**src/hw/cond_pkg.sv**
```systemverilog
/*
 * conditioning output definitions
 * output vector layout, mode encoding,
 * analog mux select codes and capacitor sequence timing
 */

package cond_pkg;

  //////////////////////////////////////////////////////////////////////
  // output vector

  localparam int COND_W = 22;

  // each select is {en, a2, a1, a0}
  typedef struct packed {
    logic [7:0] monitor;
    logic       led0;
    logic       pc_sw_ctl;
    logic [3:0] himux2;
    logic [3:0] himux;
    logic [3:0] azmux;
  } cond_out_t;

  // source of the output vector
  typedef enum logic [1:0] {
    MODE_OFF       = 2'd0,
    MODE_DIRECT    = 2'd1,
    MODE_PATTERN   = 2'd2,
    MODE_ACCUM_CAP = 2'd3
  } mode_e;

  //////////////////////////////////////////////////////////////////////
  // mux select codes

  // himux s2, routes himux2 through to the front end
  localparam logic [3:0] HIMUX_SEL_HIMUX2 = 4'h9;
  // himux2 s4, ground, clears the charge on the cap
  localparam logic [3:0] HIMUX2_SEL_GND   = 4'hB;
  // himux2 s1, dcv source hi
  localparam logic [3:0] HIMUX2_SEL_DCV   = 4'h8;

  // sequence timing
  // one phase in clocks, short so the sequence fits a simulation
  localparam int CAP_PHASE_CYCLES = 16;
  localparam int CAP_CNT_W        = $clog2(2 * CAP_PHASE_CYCLES);

  // counter bit that drives the led in pattern mode
  localparam int PATTERN_LED_BIT  = 3;

endpackage

```
**src/hw/regmap_pkg.sv**
```systemverilog
/*
 * host register map for the conditioning controller
 * AXI4-Lite widths, request and response bundles,
 * register addresses and response codes
 */

package regmap_pkg;

  //////////////////////////////////////////////////////////////////////
  // bus widths

  // byte address, 4 registers of 32 bits fit in 16 bytes
  localparam int AXIL_ADDR_W = 4;
  localparam int AXIL_DATA_W = 32;

  typedef logic [AXIL_ADDR_W-1:0] axil_addr_t;
  typedef logic [AXIL_DATA_W-1:0] axil_data_t;

  //////////////////////////////////////////////////////////////////////
  // register addresses and response codes

  // word aligned, anything else decodes as unknown
  typedef enum axil_addr_t {
    REG_MODE    = 4'h0,
    REG_DIRECT  = 4'h4,
    REG_SCRATCH = 4'h8
  } reg_addr_e;

  // exokay and decerr are never returned
  typedef enum logic [1:0] {
    RESP_OKAY   = 2'b00,
    RESP_SLVERR = 2'b10
  } axil_resp_e;

  //////////////////////////////////////////////////////////////////////
  // channel bundles

  // host side, no strobes and no prot bits
  typedef struct packed {
    logic       awvalid;
    axil_addr_t awaddr;
    logic       wvalid;
    axil_data_t wdata;
    logic       bready;
    logic       arvalid;
    axil_addr_t araddr;
    logic       rready;
  } axil_req_t;

  // device side
  typedef struct packed {
    logic       awready;
    logic       wready;
    logic       bvalid;
    axil_resp_e bresp;
    logic       arready;
    logic       rvalid;
    axil_resp_e rresp;
    axil_data_t rdata;
  } axil_rsp_t;

endpackage
```
**src/hw/cond_ctrl_top.sv**
```systemverilog
/*
 * conditioning output controller top level
 * register bank, pattern sources and output mode select
 */

module cond_ctrl_top (
  input  logic                  clk,
  input  logic                  reset,
  input  regmap_pkg::axil_req_t axil_req,
  output regmap_pkg::axil_rsp_t axil_rsp,
  output cond_pkg::cond_out_t   cond_out
);

  cond_pkg::mode_e     mode;
  cond_pkg::cond_out_t direct;
  cond_pkg::cond_out_t pattern;
  cond_pkg::cond_out_t cap_seq;

  //////////////////////////////////////////////////////////////////////
  // stage 1, host registers

  axil_reg_bank axil_reg_bank_i (
    .clk    (clk),
    .reset  (reset),
    .req    (axil_req),
    .rsp    (axil_rsp),
    .mode   (mode),
    .direct (direct)
  );

  // stage 2, pattern sources
  pattern_gen pattern_gen_i (
    .clk     (clk),
    .reset   (reset),
    .pattern (pattern)
  );

  cap_sequencer cap_sequencer_i (
    .clk     (clk),
    .reset   (reset),
    .mode    (mode),
    .cap_seq (cap_seq)
  );

  // stage 3, registered output
  mode_select mode_select_i (
    .clk      (clk),
    .reset    (reset),
    .mode     (mode),
    .direct   (direct),
    .pattern  (pattern),
    .cap_seq  (cap_seq),
    .cond_out (cond_out)
  );

endmodule

```
**src/hw/mode_select.sv**
```systemverilog
/*
 * output register
 * four way selection of the conditioning vector by mode
 */

module mode_select (
  input  logic                clk,
  input  logic                reset,
  input  cond_pkg::mode_e     mode,
  input  cond_pkg::cond_out_t direct,
  input  cond_pkg::cond_out_t pattern,
  input  cond_pkg::cond_out_t cap_seq,
  output cond_pkg::cond_out_t cond_out
);

  //////////////////////////////////////////////////////////////////////
  // source select

  cond_pkg::cond_out_t selected;

  always_comb
  begin
    case (mode)
      cond_pkg::MODE_DIRECT:    selected = direct;
      cond_pkg::MODE_PATTERN:   selected = pattern;
      cond_pkg::MODE_ACCUM_CAP: selected = cap_seq;
      // off drops every switch and the led
      default:                  selected = '0;
    endcase
  end

  //////////////////////////////////////////////////////////////////////
  // output register

  // pins come straight off flops, glitch free on a mode change
  always_ff @(posedge clk or posedge reset)
  begin
    if (reset)
      cond_out <= '0;
    else
      cond_out <= selected;
  end

endmodule

```
**src/hw/cap_sequencer.sv**
```systemverilog
/*
 * accumulation capacitor sequence source
 * alternates himux2 between ground and the dcv source,
 * led marks the charge phase
 */

module cap_sequencer (
  input  logic                clk,
  input  logic                reset,
  input  cond_pkg::mode_e     mode,
  output cond_pkg::cond_out_t cap_seq
);

  // last count of the full two phase period
  localparam logic [cond_pkg::CAP_CNT_W-1:0] LAST_CNT =
    cond_pkg::CAP_CNT_W'(2 * cond_pkg::CAP_PHASE_CYCLES - 1);
  // first count of the dcv phase
  localparam logic [cond_pkg::CAP_CNT_W-1:0] DCV_CNT =
    cond_pkg::CAP_CNT_W'(cond_pkg::CAP_PHASE_CYCLES);

  logic [cond_pkg::CAP_CNT_W-1:0] phase_cnt;
  logic                           dcv_phase;

  //////////////////////////////////////////////////////////////////////
  // phase counter

  // parked at zero outside the mode, so every entry
  // starts with a full ground phase
  always_ff @(posedge clk or posedge reset)
  begin
    if (reset)
      phase_cnt <= '0;
    else if (mode != cond_pkg::MODE_ACCUM_CAP)
      phase_cnt <= '0;
    else if (phase_cnt == LAST_CNT)
      phase_cnt <= '0;
    else
      phase_cnt <= phase_cnt + 1'b1;
  end

  // upper half of the period
  assign dcv_phase = (phase_cnt >= DCV_CNT);

  //////////////////////////////////////////////////////////////////////
  // output vector

  always_comb
  begin
    cap_seq = '0;

    // himux always feeds the cap via himux2
    cap_seq.himux = cond_pkg::HIMUX_SEL_HIMUX2;

    if (dcv_phase)
    begin
      // integrate the dcv source
      cap_seq.himux2 = cond_pkg::HIMUX2_SEL_DCV;
      cap_seq.led0   = 1'b1;
    end
    else
    begin
      // dump the charge to ground
      cap_seq.himux2 = cond_pkg::HIMUX2_SEL_GND;
      cap_seq.led0   = 1'b0;
    end

    // azmux, pre-charge and monitor left idle
  end

endmodule

```
**src/hw/pattern_gen.sv**
```systemverilog
/*
 * test pattern source
 * free running counter on the monitor port and led
 */

module pattern_gen (
  input  logic                clk,
  input  logic                reset,
  output cond_pkg::cond_out_t pattern
);

  //////////////////////////////////////////////////////////////////////
  // counter

  // wraps at 256 with no enable
  logic [7:0] count;

  always_ff @(posedge clk or posedge reset)
  begin
    if (reset)
      count <= '0;
    else
      count <= count + 8'd1;
  end

  //////////////////////////////////////////////////////////////////////
  // output vector

  // only monitor and led move while the analog muxes stay off
  always_comb
  begin
    pattern         = '0;
    pattern.monitor = count;

    // led toggles every 8 counts
    pattern.led0    = count[cond_pkg::PATTERN_LED_BIT];
  end

endmodule

```
**src/hw/axil_reg_bank.sv**
```systemverilog
/*
 * AXI4-Lite register slave
 * holds the mode, direct and scratch registers
 * with separate write and read response channels
 */

module axil_reg_bank (
  input  logic                  clk,
  input  logic                  reset,
  input  regmap_pkg::axil_req_t req,
  output regmap_pkg::axil_rsp_t rsp,
  output cond_pkg::mode_e       mode,
  output cond_pkg::cond_out_t   direct
);

  // host test register
  regmap_pkg::axil_data_t scratch;

  // response channel state
  logic                   bvalid;
  logic                   rvalid;
  regmap_pkg::axil_resp_e bresp;
  regmap_pkg::axil_resp_e rresp;
  regmap_pkg::axil_data_t rdata;

  // decode
  regmap_pkg::reg_addr_e  wr_addr;
  regmap_pkg::reg_addr_e  rd_addr;
  logic                   wr_fire;
  logic                   rd_fire;
  logic                   wr_hit;
  logic                   rd_hit;
  regmap_pkg::axil_data_t rd_word;

  assign wr_addr = regmap_pkg::reg_addr_e'(req.awaddr);
  assign rd_addr = regmap_pkg::reg_addr_e'(req.araddr);

  // address and data must arrive together, one write in flight
  assign wr_fire = req.awvalid && req.wvalid && !bvalid;
  assign rd_fire = req.arvalid && !rvalid;

  //////////////////////////////////////////////////////////////////////
  // write path

  always_comb
  begin
    case (wr_addr)
      regmap_pkg::REG_MODE,
      regmap_pkg::REG_DIRECT,
      regmap_pkg::REG_SCRATCH: wr_hit = 1'b1;
      default:                 wr_hit = 1'b0;
    endcase
  end

  // whole register replaced, upper bits dropped
  always_ff @(posedge clk or posedge reset)
  begin
    if (reset)
    begin
      mode    <= cond_pkg::MODE_OFF;
      direct  <= '0;
      scratch <= '0;
    end
    else if (wr_fire)
    begin
      case (wr_addr)
        regmap_pkg::REG_MODE:
          mode <= cond_pkg::mode_e'(req.wdata[$bits(cond_pkg::mode_e)-1:0]);
        regmap_pkg::REG_DIRECT:
          direct <= cond_pkg::cond_out_t'(req.wdata[cond_pkg::COND_W-1:0]);
        regmap_pkg::REG_SCRATCH:
          scratch <= req.wdata;
        // unknown address, nothing changes
        default:
          ;
      endcase
    end
  end

  //////////////////////////////////////////////////////////////////////
  // read path

  // narrow registers zero extend
  always_comb
  begin
    rd_hit = 1'b1;
    case (rd_addr)
      regmap_pkg::REG_MODE:    rd_word = regmap_pkg::axil_data_t'(mode);
      regmap_pkg::REG_DIRECT:  rd_word = regmap_pkg::axil_data_t'(direct);
      regmap_pkg::REG_SCRATCH: rd_word = scratch;
      default:
      begin
        rd_word = '0;
        rd_hit  = 1'b0;
      end
    endcase
  end

  //////////////////////////////////////////////////////////////////////
  // response channels

  // valid holds until the host takes it
  always_ff @(posedge clk or posedge reset)
  begin
    if (reset)
    begin
      bvalid <= 1'b0;
      rvalid <= 1'b0;
    end
    else
    begin
      if (wr_fire)
        bvalid <= 1'b1;
      else if (bvalid && req.bready)
        bvalid <= 1'b0;

      if (rd_fire)
        rvalid <= 1'b1;
      else if (rvalid && req.rready)
        rvalid <= 1'b0;
    end
  end

  // response payload, only sampled while valid is high
  always_ff @(posedge clk)
  begin
    if (wr_fire)
    begin
      if (wr_hit)
        bresp <= regmap_pkg::RESP_OKAY;
      else
        bresp <= regmap_pkg::RESP_SLVERR;
    end
    if (rd_fire)
    begin
      rdata <= rd_word;
      if (rd_hit)
        rresp <= regmap_pkg::RESP_OKAY;
      else
        rresp <= regmap_pkg::RESP_SLVERR;
    end
  end

  always_comb
  begin
    rsp.awready = wr_fire;
    rsp.wready  = wr_fire;
    rsp.bvalid  = bvalid;
    rsp.bresp   = bresp;
    rsp.arready = rd_fire;
    rsp.rvalid  = rvalid;
    rsp.rresp   = rresp;
    rsp.rdata   = rdata;
  end

endmodule

```
**config.mk**
```make
export PLATFORM = sky130hd
export DESIGN_NAME = cond_ctrl_top
export DESIGN_NICKNAME = d
export VERILOG_FILES = /design/src/hw/cond_pkg.sv /design/src/hw/regmap_pkg.sv /design/src/hw/cond_ctrl_top.sv /design/src/hw/mode_select.sv /design/src/hw/cap_sequencer.sv /design/src/hw/pattern_gen.sv /design/src/hw/axil_reg_bank.sv
export SDC_FILE = /design/constraint.sdc
export NUM_CORES = 1
export LEC_CHECK = 0
export ABC_CLOCK_PERIOD_IN_PS = 6500
export BUFFER_PORTS_ARGS = -buffer_cell sky130_fd_sc_hd__buf_2
export CAP_MARGIN = 20
export CORE_ASPECT_RATIO = 1.2
export CORE_MARGIN = 2
export CORE_UTILIZATION = 50
export DETAILED_ROUTE_END_ITERATION = 10
export PLACE_DENSITY = 0.74
export SYNTH_ARGS = -nofsm -noshare
export SYNTH_HDL_FRONTEND = slang
export SYNTH_SLANG_ARGS = --single-unit
export TNS_END_PERCENT = 30
```
**constraint.sdc**
```tcl
create_clock -name clk -period 6.5 [get_ports clk]
set_clock_uncertainty 0.15 [all_clocks]
set_input_delay 0.325 -clock clk [delete_from_list [all_inputs] [get_ports clk]]
set_output_delay 0.325 -clock clk [all_outputs]
set_load 0.02 [all_outputs]
```
# After elaboration in Yosys (flattened, before gate mapping)
# Cells that the tools add are included.
[op_classes] addsub=2 order_cmp=1 eq_ne=9 n_mux=14 n_reduce_logical=16
[ops] op="one-hot mux 32 bit (3 select lines)" count=1
[ops] op="one-hot mux 22 bit (3 select lines)" count=1
[ops] op="2-to-1 mux 5 bit" count=2
[ops] op="adder 8 x 1 -> 8 bit (second input constant)" count=1
[ops] op="== test 4 x 3 -> 1 bit (second input constant)" count=2
[ops] op="== test 4 bit (second input constant)" count=2
[ops] op="logical NOT 4 bit" count=2
[ops] op="2-to-1 mux 1 bit" count=7
[ops] op="2-to-1 mux 2 bit" count=3
[ops] op="AND reduction 2 bit" count=3
[ops] op="OR reduction 3 bit" count=2
[ops] op="adder 5 x 1 -> 5 bit (second input constant)" count=1
[ops] op="== test 5 bit (second input constant)" count=1
[ops] op="greater-or-equal comparator 5 bit (second input constant)" count=1
[ops] op="logical AND 1 bit" count=5
[ops] op="== test 2 bit (second input constant)" count=2
[ops] op="nonzero test 2 bit" count=2
[ops] op="== test 2 x 1 -> 1 bit (second input constant)" count=1
[ops] op="logical NOT 1 bit" count=2
[ops] op="inequality test 2 bit (second input constant)" count=1
[word_totals] ff_bits=129 inputBits=47

# Longest topological paths before layout
# Gate-level depths: netlist of the first run.
[depth] ltp_word=4 depth_mapped=5 depth_no_buf=5

# By module
# From an unflattened synthesis of the first run, not the netlist that was laid out.
[hier_totals] hier_cells=386 area_unflattened_um2=5849.4
[by_module_without_submodules] mod="axil_reg_bank" instances=1 cells_each=224 area_per_inst_um2=3871.2 seq_area_each_um2=2472.4
[by_module_without_submodules] mod="mode_select" instances=1 cells_each=74 area_per_inst_um2=1122.3 seq_area_each_um2=550.5
[by_module_without_submodules] mod="pattern_gen" instances=1 cells_each=40 area_per_inst_um2=429.2 seq_area_each_um2=200.2
[by_module_without_submodules] mod="cap_sequencer" instances=1 cells_each=48 area_per_inst_um2=426.7 seq_area_each_um2=125.1

# Worst setup path after synthesis of the first run
# No wires, ideal clock.
[synth_path] path_type="register -> output" startpoint="register axil_reg_bank_i.rvalid" endpoint="output port axil_rsp[35] (netlist bit)" arrival_time_ps=2278 slack_ps=3747 path_stages_with_launch=3 path_cell_list="dfrtp_1 > nor2b_1 > buf_4"
[synth_via] elab_chain_len=2
[synth_lines] item="from (decl)" line_no="axil_reg_bank.sv:21" text="logic rvalid;"
[synth_lines] item="from (signal assigned)" line_no="axil_reg_bank.sv:108" text="rvalid <= 1'b0;"
[synth_lines] item="from (signal assigned)" line_no="axil_reg_bank.sv:118" text="rvalid <= 1'b1;"
[synth_lines] item="from (signal assigned)" line_no="axil_reg_bank.sv:120" text="rvalid <= 1'b0;"
[synth_lines] item="logical NOT 1 bit" line_no="axil_reg_bank.sv:40" text="assign rd_fire = req.arvalid && !rvalid;"
[synth_lines] item="logical AND 1 bit" line_no="axil_reg_bank.sv:40"
[synth_lines] item="to (decl)" line_no="cond_ctrl_top.sv:10" text="output regmap_pkg::axil_rsp_t axil_rsp,"
# No other way between the ends.

==> results.sh, run 1 <==
export IMPL_largest_net_degree_at_the_start_of_global_routing=80
export IMPL_clk_pin_slew_worst_paths_ns=0.05
export IMPL_dieWidth_microns=96.1
export IMPL_synthesized_area_fraction_occupied_by_xor_and_xnor_cells_pct=1.38
export IMPL_fin_setup_tns_ns=0
export IMPL_rows=40
export IMPL_multiInputGateArea_sq_um=1570
export IMPL_syn_area_per_cell_sq_um=15.9
export IMPL_p_int_w=0.00158
export IMPL_detail_route_wl_per_cell_microns=17.3
export IMPL_fraction_of_the_mapped_netlist_area_in_compound_gates_pct=6.32
export IMPL_final_period_minus_worst_setup_slack_ns=2.43
export IMPL_yosys_cell_count_top_type="sky130_fd_sc_hd__dfrtp_1"
export IMPL_max_cap_violations=0
export IMPL_synth_seq_area_share_pct=65.8
export IMPL_ant_nets=0
export IMPL_boundaryPins=110
export IMPL_gpl_final_weighted_congestion=0.825
export IMPL_core_area_sq_um=9960
export IMPL_tritoncts_num_buffers=17
export IMPL_wl_microns=10100
export IMPL_main_combinational_cell_family_by_area_after_synthesis="multiplexers"
export IMPL_drt_first_iter_violations=154
export IMPL_syn_area_sq_um=5090
export IMPL_synthMuxAreaShare_pct=15.2
export IMPL_outcome="complete, no violations"
export IMPL_post_cts_resized=0
export IMPL_post_synth_top_area_cell="sky130_fd_sc_hd__dfrtp_1"
export IMPL_simple_gate_share_of_the_synthesized_area_pct=6.81
export IMPL_ys_ff_latch=127
export IMPL_clock_power_share_pct=41.2
export IMPL_fmax_mhz=411
export IMPL_floorplan_initialDensity_pct=51.1
export IMPL_worst_slew_margin_rel_pct=31.7
export IMPL_drc=0
export IMPL_synth_top_cells_by_area="sky130_fd_sc_hd__dfrtp_1, sky130_fd_sc_hd__edfxtp_1, sky130_fd_sc_hd__mux2_4"
export IMPL_seq_area_sq_um=3350
export IMPL_share_seq_of_total_power_pct=46.9
export IMPL_grt_pass1_vias=3235
export IMPL_detailed_place_hpwl_microns=6200
export IMPL_yosys_warnings=0
export IMPL_clock_latency_ns=0.41
export IMPL_critical_path_rt_ns=6.02
export IMPL_gr_total_overflow=0
export IMPL_arrival_time_of_the_worst_setup_path_ns=1.96
export IMPL_power_share_combinational_pct=11.9
export IMPL_antenna_found_initial=0
export IMPL_power_leakage_nw=3.25
export IMPL_tritoncts="done"
export IMPL_average_vias_per_placed_instance=5.17
export IMPL_final_net_count=495
export IMPL_via_count=3022
export IMPL_area_growth_synth_to_final_pct=25.8
export IMPL_power_density_nw_per_um2=325
export IMPL_timing_max_transition_violations_final=0
export IMPL_most_used_flip_flop_cell_after_synthesis="sky130_fd_sc_hd__dfrtp_1"
export IMPL_critical_path_peak_fanout=34
export IMPL_clockRootBuffer="sky130_fd_sc_hd__clkbuf_16"
export IMPL_min_path_type="input port to flop"
export IMPL_chip_height_microns=114
export IMPL_grt_first_pass_wirelength_microns=16300
export IMPL_timing_hold_violations_final=0
export IMPL_measured_slew_at_the_worst_slew_check_pin_ns=1.02
export IMPL_final_core_utilization_pct=64.2
export IMPL_global_route_usage_total_pct=20.3
export IMPL_synth_enable_flop_cells=34
export IMPL_detail_route_first_pass_iterations=4
export IMPL_final_worst_path_cycle_share_pct=37.4
export IMPL_synth_adder_area_share_pct=0.738
export IMPL_drive_above_1_share_pct=43.4
export IMPL_fillers=736
export IMPL_clock_path_buffers=2
export IMPL_synth_top_cell_area_share_pct=45.8
export IMPL_cts_htree_levels=4
export IMPL_timing_reg2reg_setup_slack_ns=4.10
export IMPL_start_kind="flop"
export IMPL_crit_path_end_kind="output pin"
export IMPL_sw_share_pct=23.9
export IMPL_buffer_ports_inserted=107
export IMPL_synth_lib_cells_used_distinct=32
export IMPL_critPathKind="flop to output pin"
export IMPL_async_sr_flop_fraction_pct=73.2
export IMPL_floorplan_die_area_sq_um=11000
export IMPL_syn_instance_count=320
export IMPL_p_switching_w=0.000498
export IMPL_timing_final_setup_violations=0
export IMPL_n_antenna_cell=0
export IMPL_max_vdd_ir_drop_uv=189
export IMPL_rsz_0062_raised_after_global_routing="no"
export IMPL_tritoncts_num_sinks=127
export IMPL_synthTopCellsByCount="sky130_fd_sc_hd__dfrtp_1, sky130_fd_sc_hd__edfxtp_1, sky130_fd_sc_hd__mux2_4"
[power by group through the flow]
| stage | logic [W] | clock network [W] | registers (W) |
|---|---|---|---|
| 2_1_floorplan | 0.000146 | 0 | 0.00100 |
| 3_3_place_gp | 0.000233 | 0 | 0.000984 |
| 3_5_place_dp | 0.000241 | 0 | 0.000988 |
| 4_1_cts | 0.000249 | 0.000871 | 0.000976 |
| 5_1_grt | 0.000270 | 0.000905 | 0.000989 |
| 6_report | 0.000248 | 0.000857 | 0.000977 |
[critical path, stage by stage (launching register included)]
cell and delay [ns]:
sky130_fd_sc_hd__dfrtp_1 0.42, sky130_fd_sc_hd__nor2b_4 0.81, sky130_fd_sc_hd__buf_2 0.31
[layout by cell type (no fill, tap or decap), types with 6 or more instances in the layout]
master,count
sky130_fd_sc_hd__mux2_4,30
sky130_fd_sc_hd__nor2_1,7
sky130_fd_sc_hd__and3_1,14
sky130_fd_sc_hd__clkbuf_16,18
sky130_fd_sc_hd__a22o_1,29
sky130_fd_sc_hd__mux2_2,26
sky130_fd_sc_hd__edfxtp_1,34
sky130_fd_sc_hd__xnor2_1,6
sky130_fd_sc_hd__nand3_1,7
sky130_fd_sc_hd__dlygate4sd3_1,17
sky130_fd_sc_hd__and2_1,12
sky130_fd_sc_hd__buf_2,107
sky130_fd_sc_hd__dfrtp_1,93
sky130_fd_sc_hd__clkbuf_1,6
[state kept, by name, summed over array words and instances, names as in the netlist]
signal / cells
axil_reg_bank_i.rdata: 32
axil_reg_bank_i.scratch: 32
axil_reg_bank_i.direct: 22
mode_select_i.cond_out: 22
pattern_gen_i.count: 8
cap_sequencer_i.phase_cnt: 5
axil_reg_bank_i.mode: 2
axil_reg_bank_i.bresp: 1
axil_reg_bank_i.bvalid: 1
axil_reg_bank_i.rresp: 1
axil_reg_bank_i.rvalid: 1
[kinds of logic after synthesis]
logic type      after synthesis
compound gates               38
mux                          59
simple gates                 55
other cells                   1
fa+ha+maj                     3
buf+inv                      29
xor+xnor                      8
flops                       127
[routing by layer]
| metal | GRT usage [%] | share of wire (%) | vias up |
|---|---|---|---|
| met3 | 5.20 | 4.2 | 29 |
| li1 | - | - | 1401 |
| met5 | 0 | 0 | - |
| met2 | 32.2 | 51 | 88 |
| met4 | 11.4 | 3.6 | 0 |
| met1 | 25.1 | 42 | 1504 |
[cell type report]
class,instances,area share [%]
Multi-Input combinational cell,165,24.5
Tap cell,126,2.46
Clock buffer,27,8.04
Sequential cell,127,52.3
Inverter,6,0.391
Timing Repair Buffer,128,11.8
Clock inverter,5,0.411
[path summary, 6_finish.rpt]
check	start	to	cells after the start
setup / recovery	axil_reg_bank_i.rvalid	axil_rsp[35]	2
hold / removal	axil_req[25]	axil_reg_bank_i.scratch[18]	2
setup reg to reg	axil_reg_bank_i.bvalid	axil_reg_bank_i.scratch[6]	3
hold reg to reg	cap_sequencer_i.phase_cnt[0]	cap_sequencer_i.phase_cnt[0]	1
max in group asynchronous	reset	cap_sequencer_i.phase_cnt[4]	5
min in group asynchronous	reset	axil_reg_bank_i.scratch[26]	3
[stage by stage]
step                      cells  hold WS [ns]  setup slack, ns  power [W]  cell area (sq um)
after floorplan             321         0.264             3.60    0.00115               5090
after global placement      534         0.105             4.05    0.00122               5660
after detailed placement    534         0.114             4.01    0.00123               5660
after CTS                   583    0.00000894             4.01    0.00210               6370
after global routing        584       0.00614             3.93    0.00216               6400
final                       584        0.0141             4.07    0.00208               6400
[repair_timing]
| item | in CTS | in global routing |
|---|---|---|
| endpoints found under the hold margin | 31 | 0 |
| setup buffers | 0 | 0 |
| hold buffers | 17 | 0 |
Note: power is estimated with default switching activity, not from simulation.
==> run 2: changes to the inputs <==
--- a/config.mk
+++ b/config.mk
@@ -5,7 +5,7 @@
 export SDC_FILE = /design/constraint.sdc
 export NUM_CORES = 1
 export LEC_CHECK = 0
-export ABC_CLOCK_PERIOD_IN_PS = 6500
+export ABC_CLOCK_PERIOD_IN_PS = 2400
 export BUFFER_PORTS_ARGS = -buffer_cell sky130_fd_sc_hd__buf_2
 export CAP_MARGIN = 20
 export CORE_ASPECT_RATIO = 1.2
==> constraint.sdc (replaced) <==
create_clock -name clk -period 2.4 [get_ports clk]
set_clock_uncertainty 0.15 [all_clocks]
set_input_delay 0.12 -clock clk [delete_from_list [all_inputs] [get_ports clk]]
set_output_delay 0.12 -clock clk [all_outputs]
set_load 0.02 [all_outputs]
==> run 2 against run 1 <==
Compared with the run above: clock power increased to 2.7 times the previous value; critical path depth up 1; sequential cell count did not move; non-clock buffer count rose by 30; via count grew 3.4%; sequential power rose to 2.7 times the previous value; hold slack better by 0.037 ns; register-to-register slack got worse by 3.7 ns; core utilization up 2.9 points; largest cell class unchanged.
==> results.sh, run 2 (synthesis results as in run 1) <==
export IMPL_outcome="complete, no violations"
export IMPL_final_period_minus_worst_setup_slack_ns=2.00
export IMPL_boundaryPins=110
export IMPL_critical_path_rt_ns=2.53
export IMPL_gr_total_overflow=0
export IMPL_worstRegToRegCells=3
export IMPL_rows=40
export IMPL_critPathKind="flop to flop"
export IMPL_clock_path_buffers=2
export IMPL_final_worst_path_cycle_share_pct=83.4
export IMPL_dieWidth_microns=96.1
export IMPL_crit_path_start="axil_reg_bank_i.bvalid"
export IMPL_detail_route_first_pass_iterations=4
export IMPL_antenna_found_initial=0
export IMPL_timing_reg2reg_setup_slack_ns=0.40
export IMPL_cts_htree_levels=4
export IMPL_crit_path_end="axil_reg_bank_i.direct[13]"
export IMPL_drc=0
export IMPL_min_path_type="input port to flop"
export IMPL_start_kind="flop"
export IMPL_floorplan_die_area_sq_um=11000
export IMPL_global_route_usage_total_pct=20.4
export IMPL_timing_hold_violations_final=0
export IMPL_postCtsSetupBuffers=0
export IMPL_cts_hold_buf=42
export IMPL_most_common_layout_cells="sky130_fd_sc_hd__buf_2, sky130_fd_sc_hd__dfrtp_1, sky130_fd_sc_hd__dlygate4sd3_1"
export IMPL_area_growth_synth_to_final_pct=31.4
export IMPL_wl_microns=10200
export IMPL_chip_height_microns=114
export IMPL_number_of_cells_after_detailed_placement=540
export IMPL_reg_top3="axil_reg_bank_i.rdata: 32 flops, axil_reg_bank_i.scratch: 32 flops"
export IMPL_rsz_0062_raised_after_global_routing="no"
export IMPL_worst_slew_margin_rel_pct=39.5
export IMPL_timing_final_setup_violations=0
export IMPL_drt_first_iter_violations=231
export IMPL_core_area_sq_um=9960
export IMPL_placed_area_sq_um=5720
export IMPL_finish_cell_count_without_fillers=614
export IMPL_fmax_mhz=500
export IMPL_tritoncts_num_sinks=127
export IMPL_clock_latency_ns=0.40
export IMPL_detailed_place_hpwl_microns=6320
export IMPL_ant_nets=0
export IMPL_post_cts_resized=0
export IMPL_floorplan_initialDensity_pct=51.1
export IMPL_crit_reg2reg_launch="axil_reg_bank_i.bvalid"
export IMPL_largest_net_degree_at_the_start_of_global_routing=56
export IMPL_gpl_final_weighted_congestion=0.796
export IMPL_measured_slew_at_the_worst_slew_check_pin_ns=0.908
export IMPL_critical_path_peak_fanout=22
export IMPL_detail_route_wl_per_cell_microns=16.6
export IMPL_arrival_time_of_the_worst_setup_path_ns=2.13
export IMPL_clockRootBuffer="sky130_fd_sc_hd__clkbuf_16"
export IMPL_final_net_count=525
export IMPL_average_vias_per_placed_instance=5.09
export IMPL_grt_pass1_vias=3277
export IMPL_clk_pin_slew_worst_paths_ns=0.05
export IMPL_grt_first_pass_wirelength_microns=16600
export IMPL_tritoncts_num_buffers=17
export IMPL_max_vdd_ir_drop_uv=564
export IMPL_r2r_end="axil_reg_bank_i.direct[13]"
export IMPL_crit_path_end_kind="flop"
export IMPL_via_count=3126
export IMPL_post_route_cell_area_sq_um=6680
export IMPL_power_leakage_nw=3.37
export IMPL_tritoncts="done"
export IMPL_max_cap_violations=0
export IMPL_n_antenna_cell=0
export IMPL_drive_above_1_share_pct=42.0
export IMPL_timing_max_transition_violations_final=0
export IMPL_power_density_nw_per_um2=846
export IMPL_layout_cells_most_common="sky130_fd_sc_hd__buf_2"
export IMPL_fin_worst_hold_slack_ns=0.0510
export IMPL_buffer_ports_inserted=107
[run 2: changes by cell type in the layout (fill, tap and decap cells not counted), moves of 2 or more]
| cell | delta |
|---|---|
| sky130_fd_sc_hd__clkinvlp_4 | +2 |
| sky130_fd_sc_hd__inv_4 | -2 |
| sky130_fd_sc_hd__buf_4 | +5 |
| sky130_fd_sc_hd__dlygate4sd3_1 | +25 |
[run 2: worst max-delay path, cell delays in order (launching register included)]
cell,delay [ns]
sky130_fd_sc_hd__dfrtp_1,0.38
sky130_fd_sc_hd__and3b_1,0.43
sky130_fd_sc_hd__nand4b_4,0.47
sky130_fd_sc_hd__mux2_2,0.44
[run 2: final cells by class]
type | count | area (sq um)
clock buffer | 26 | 510
clock inverter | 6 | 32.5
fill | 698 | 3280
inverter | 6 | 26.3
multi-input combinational | 165 | 1570
sequential | 127 | 3350
tap | 126 | 158
timing repair buffer | 158 | 1040
[run 2: metrics by stage]
stage / setup WS (ns) / util (%) / power (W) / TNS [ns]
2_1_floorplan: -0.148 / - / 0.00311 / -3.57
3_3_place_gp: 0.464 / 57.4 / 0.00331 / 0
3_5_place_dp: 0.391 / 57.4 / 0.00334 / 0
4_1_cts: 0.391 / 67.1 / 0.00570 / 0
5_1_grt: 0.278 / 67.1 / 0.00591 / 0
6_report: 0.400 / 67.1 / 0.00565 / 0
[run 2: where the power goes]
| part | switching [W] | internal (W) |
|---|---|---|
| registers | 0.000153 | 0.00249 |
| logic | 0.000341 | 0.000380 |
| clock network | 0.000840 | 0.00145 |
| total | 0.00133 | 0.00432 |
[run 2: how the worst min path moves through the flow]
stage,startpoint,endpoint,slack (ns),cells after the start
4_1_cts,axil_req[2],axil_reg_bank_i.rresp[1],0.03,4
3_5_place_dp,reset,axil_reg_bank_i.bvalid,0.07,2
5_1_grt,axil_req[41],axil_reg_bank_i.mode[0],0.06,4
2_1_floorplan,axil_req[0],axil_reg_bank_i.rvalid,0.06,1
6_report,axil_req[41],axil_reg_bank_i.mode[0],0.05,4
3_3_place_gp,reset,axil_reg_bank_i.bvalid,0.06,2
[run 2: per-layer routing]
metal	GRT usage [%]	wire (microns)	share of wire [%]	vias up
li1	-	-	-	1459
met1	25.4	4360	43	1573
met2	33.8	5230	51	81
met3	5.92	390	3.8	13
met4	7.14	187	1.8	0
met5	0	0	0	-
==> run 3: changes to the inputs <==
--- a/config.mk
+++ b/config.mk
@@ -5,7 +5,7 @@
 export SDC_FILE = /design/constraint.sdc
 export NUM_CORES = 1
 export LEC_CHECK = 0
-export ABC_CLOCK_PERIOD_IN_PS = 2400
+export ABC_CLOCK_PERIOD_IN_PS = 2100
 export BUFFER_PORTS_ARGS = -buffer_cell sky130_fd_sc_hd__buf_2
 export CAP_MARGIN = 20
 export CORE_ASPECT_RATIO = 1.2
==> constraint.sdc (replaced) <==
create_clock -name clk -period 2.1 [get_ports clk]
set_clock_uncertainty 0.15 [all_clocks]
set_input_delay 0.105 -clock clk [delete_from_list [all_inputs] [get_ports clk]]
set_output_delay 0.105 -clock clk [all_outputs]
set_load 0.02 [all_outputs]
==> run 3 against run 2 <==
Compared with the run above: clock power rose by 21%; design area rose by 0.86%; cell count rose by 0.65%; clock-buffer cell count fell by 1; sequential cell count did not move; first-iteration DRC count fell by 15%.
==> results.sh, run 3 (synthesis results as in run 1) <==
export IMPL_ant_nets=0
export IMPL_timing_hold_violations_final=0
export IMPL_largest_net_degree_at_the_start_of_global_routing=51
export IMPL_fmax_mhz=497
export IMPL_worstPathBufferInverterCount=4
export IMPL_drt_first_iter_violations=197
export IMPL_worst_slew_margin_rel_pct=39.2
export IMPL_layout_cells_most_common="sky130_fd_sc_hd__buf_2"
export IMPL_average_vias_per_placed_instance=5.11
export IMPL_seq_area_sq_um=3350
export IMPL_antenna_found_initial=0
export IMPL_final_period_minus_worst_setup_slack_ns=2.01
export IMPL_core_area_sq_um=9960
export IMPL_via_count=3158
export IMPL_gr_total_overflow=0
export IMPL_design_power_total_w=0.00661
export IMPL_rsz_0062_raised_after_global_routing="no"
export IMPL_fin_setup_tns_ns=0
export IMPL_cp_cell_sequence="dlygate4sd3_1 -> buf_2 -> nand2_1 -> dlygate4sd3_1 -> nand2_1 -> dlygate4sd3_1"
export IMPL_post_route_cell_area_sq_um=6740
export IMPL_power_density_nw_per_um2=982
export IMPL_start_kind="input port"
export IMPL_tritoncts_num_buffers=17
export IMPL_critical_path_rt_ns=2.10
export IMPL_tritoncts_num_sinks=127
export IMPL_placed_area_sq_um=5750
export IMPL_area_growth_synth_to_final_pct=32.5
export IMPL_crit_path_max_incr_delay_ns=0.56
export IMPL_detail_route_wl_per_cell_microns=17.1
export IMPL_gr_met1_demand_resource_pct=26.7
export IMPL_critPathKind="input port to flop"
export IMPL_grt_use_met2_pct=33.2
export IMPL_timing_max_transition_violations_final=0
export IMPL_most_common_layout_cells="sky130_fd_sc_hd__buf_2, sky130_fd_sc_hd__dfrtp_1, sky130_fd_sc_hd__dlygate4sd3_1"
export IMPL_postCtsSetupBuffers=0
export IMPL_floorplan_die_area_sq_um=11000
export IMPL_detail_route_first_pass_iterations=4
export IMPL_chip_height_microns=114
export IMPL_reg_top3="axil_reg_bank_i.rdata: 32 flops, axil_reg_bank_i.scratch: 32 flops"
export IMPL_measured_slew_at_the_worst_slew_check_pin_ns=0.912
export IMPL_grt_first_pass_wirelength_microns=16700
export IMPL_clk_pin_slew_worst_paths_ns=0.05
export IMPL_max_cap_violations=0
export IMPL_gr_max_usage_layer="met2"
export IMPL_arrival_time_of_the_worst_setup_path_ns=2.01
export IMPL_timing_critical_path_mode_cell="sky130_fd_sc_hd__dlygate4sd3_1"
export IMPL_buffer_ports_inserted=107
export IMPL_final_worst_path_cycle_share_pct=95.8
export IMPL_global_route_usage_total_pct=20.8
export IMPL_clockRootBuffer="sky130_fd_sc_hd__clkbuf_16"
export IMPL_gpl_final_weighted_congestion=0.779
export IMPL_wl_microns=10600
export IMPL_critical_path_peak_fanout=5
export IMPL_final_net_count=529
export IMPL_clock_path_buffers=2
export IMPL_drc=0
export IMPL_outcome="complete, no violations"
export IMPL_fillers=677
export IMPL_global_route_usage_met3_pct=6.39
export IMPL_tritoncts="done"
export IMPL_family_with_the_most_delay_on_the_worst_path="buffers and inverters"
export IMPL_floorplan_initialDensity_pct=51.1
export IMPL_detailed_place_hpwl_microns=6540
export IMPL_dieWidth_microns=96.1
export IMPL_slowest_stage="sky130_fd_sc_hd__dlygate4sd3_1"
export IMPL_final_core_utilization_pct=67.7
export IMPL_boundaryPins=110
export IMPL_grt_pass1_vias=3273
export IMPL_max_vdd_ir_drop_uv=580
export IMPL_drive_above_1_share_pct=41.9
export IMPL_power_leakage_nw=3.39
export IMPL_clock_latency_ns=0.41
export IMPL_number_of_cells_after_detailed_placement=543
export IMPL_multiInputGateArea_sq_um=1570
export IMPL_finish_cell_count_without_fillers=618
export IMPL_post_cts_resized=0
export IMPL_n_antenna_cell=0
export IMPL_cts_hold_buf=43
export IMPL_crit_path_end_kind="flop"
export IMPL_cts_htree_levels=4
export IMPL_rows=40
export IMPL_min_path_type="input port to flop"
export IMPL_timing_final_setup_violations=0
==> run 3: tightest hold or removal path: cells and delay by family <==
family | cells | cell delay, ns
buffers and inverters | 1 | 0.08
and+or+nand+nor | 2 | 0.21
muxes | 1 | 0.17
==> run 3: worst paths after layout <==
check / startpoint / endpoint / slack (ns) / cells past startpoint
max in group asynchronous: reset / mode_select_i.cond_out[3] / 0.96 / 4
worst min-delay path: axil_req[41] / axil_reg_bank_i.mode[1] / 0.03 / 4
worst max register to register: axil_reg_bank_i.bvalid / axil_reg_bank_i.scratch[3] / 0.23 / 4
min in group asynchronous: reset / axil_reg_bank_i.scratch[23] / 0.16 / 3
worst min register to register: cap_sequencer_i.phase_cnt[0] / cap_sequencer_i.phase_cnt[0] / 0.33 / 1
worst max-delay path: axil_req[4] / axil_reg_bank_i.rresp[1] / 0.09 / 6
==> run 3: cell type report <==
cell class	instances	area share [%]
clock inverter	7	1.34
clock buffer	25	6.91
sequential	127	49.7
inverter	6	0.390
multi-input combinational	165	23.3
timing repair buffer	162	16.0
tap	126	2.34
==> run 3: metrics by stage <==
stage	hold slack, ns	setup slack (ns)
floorplan	0.0438	-0.433
global placement	0.0304	0.305
detailed placement	0.0553	0.247
global route	0.0293	0.0305
CTS	0.0161	0.144
finish	0.0303	0.0885
==> run 3: report_power, final <==
part           internal [W]  switching, W  total [W]
registers           0.00284      0.000163    0.00300
clock network       0.00177      0.000986    0.00276
logic              0.000445      0.000410   0.000856
total               0.00506       0.00156    0.00661
==> run 3: metal layers <==
metal  vias to the layer above  wire length, microns
met5                         -                     0
li1                       1466                     -
met3                        15                   457
met2                        82                  5500
met1                      1595                  4420
met4                         0                   194
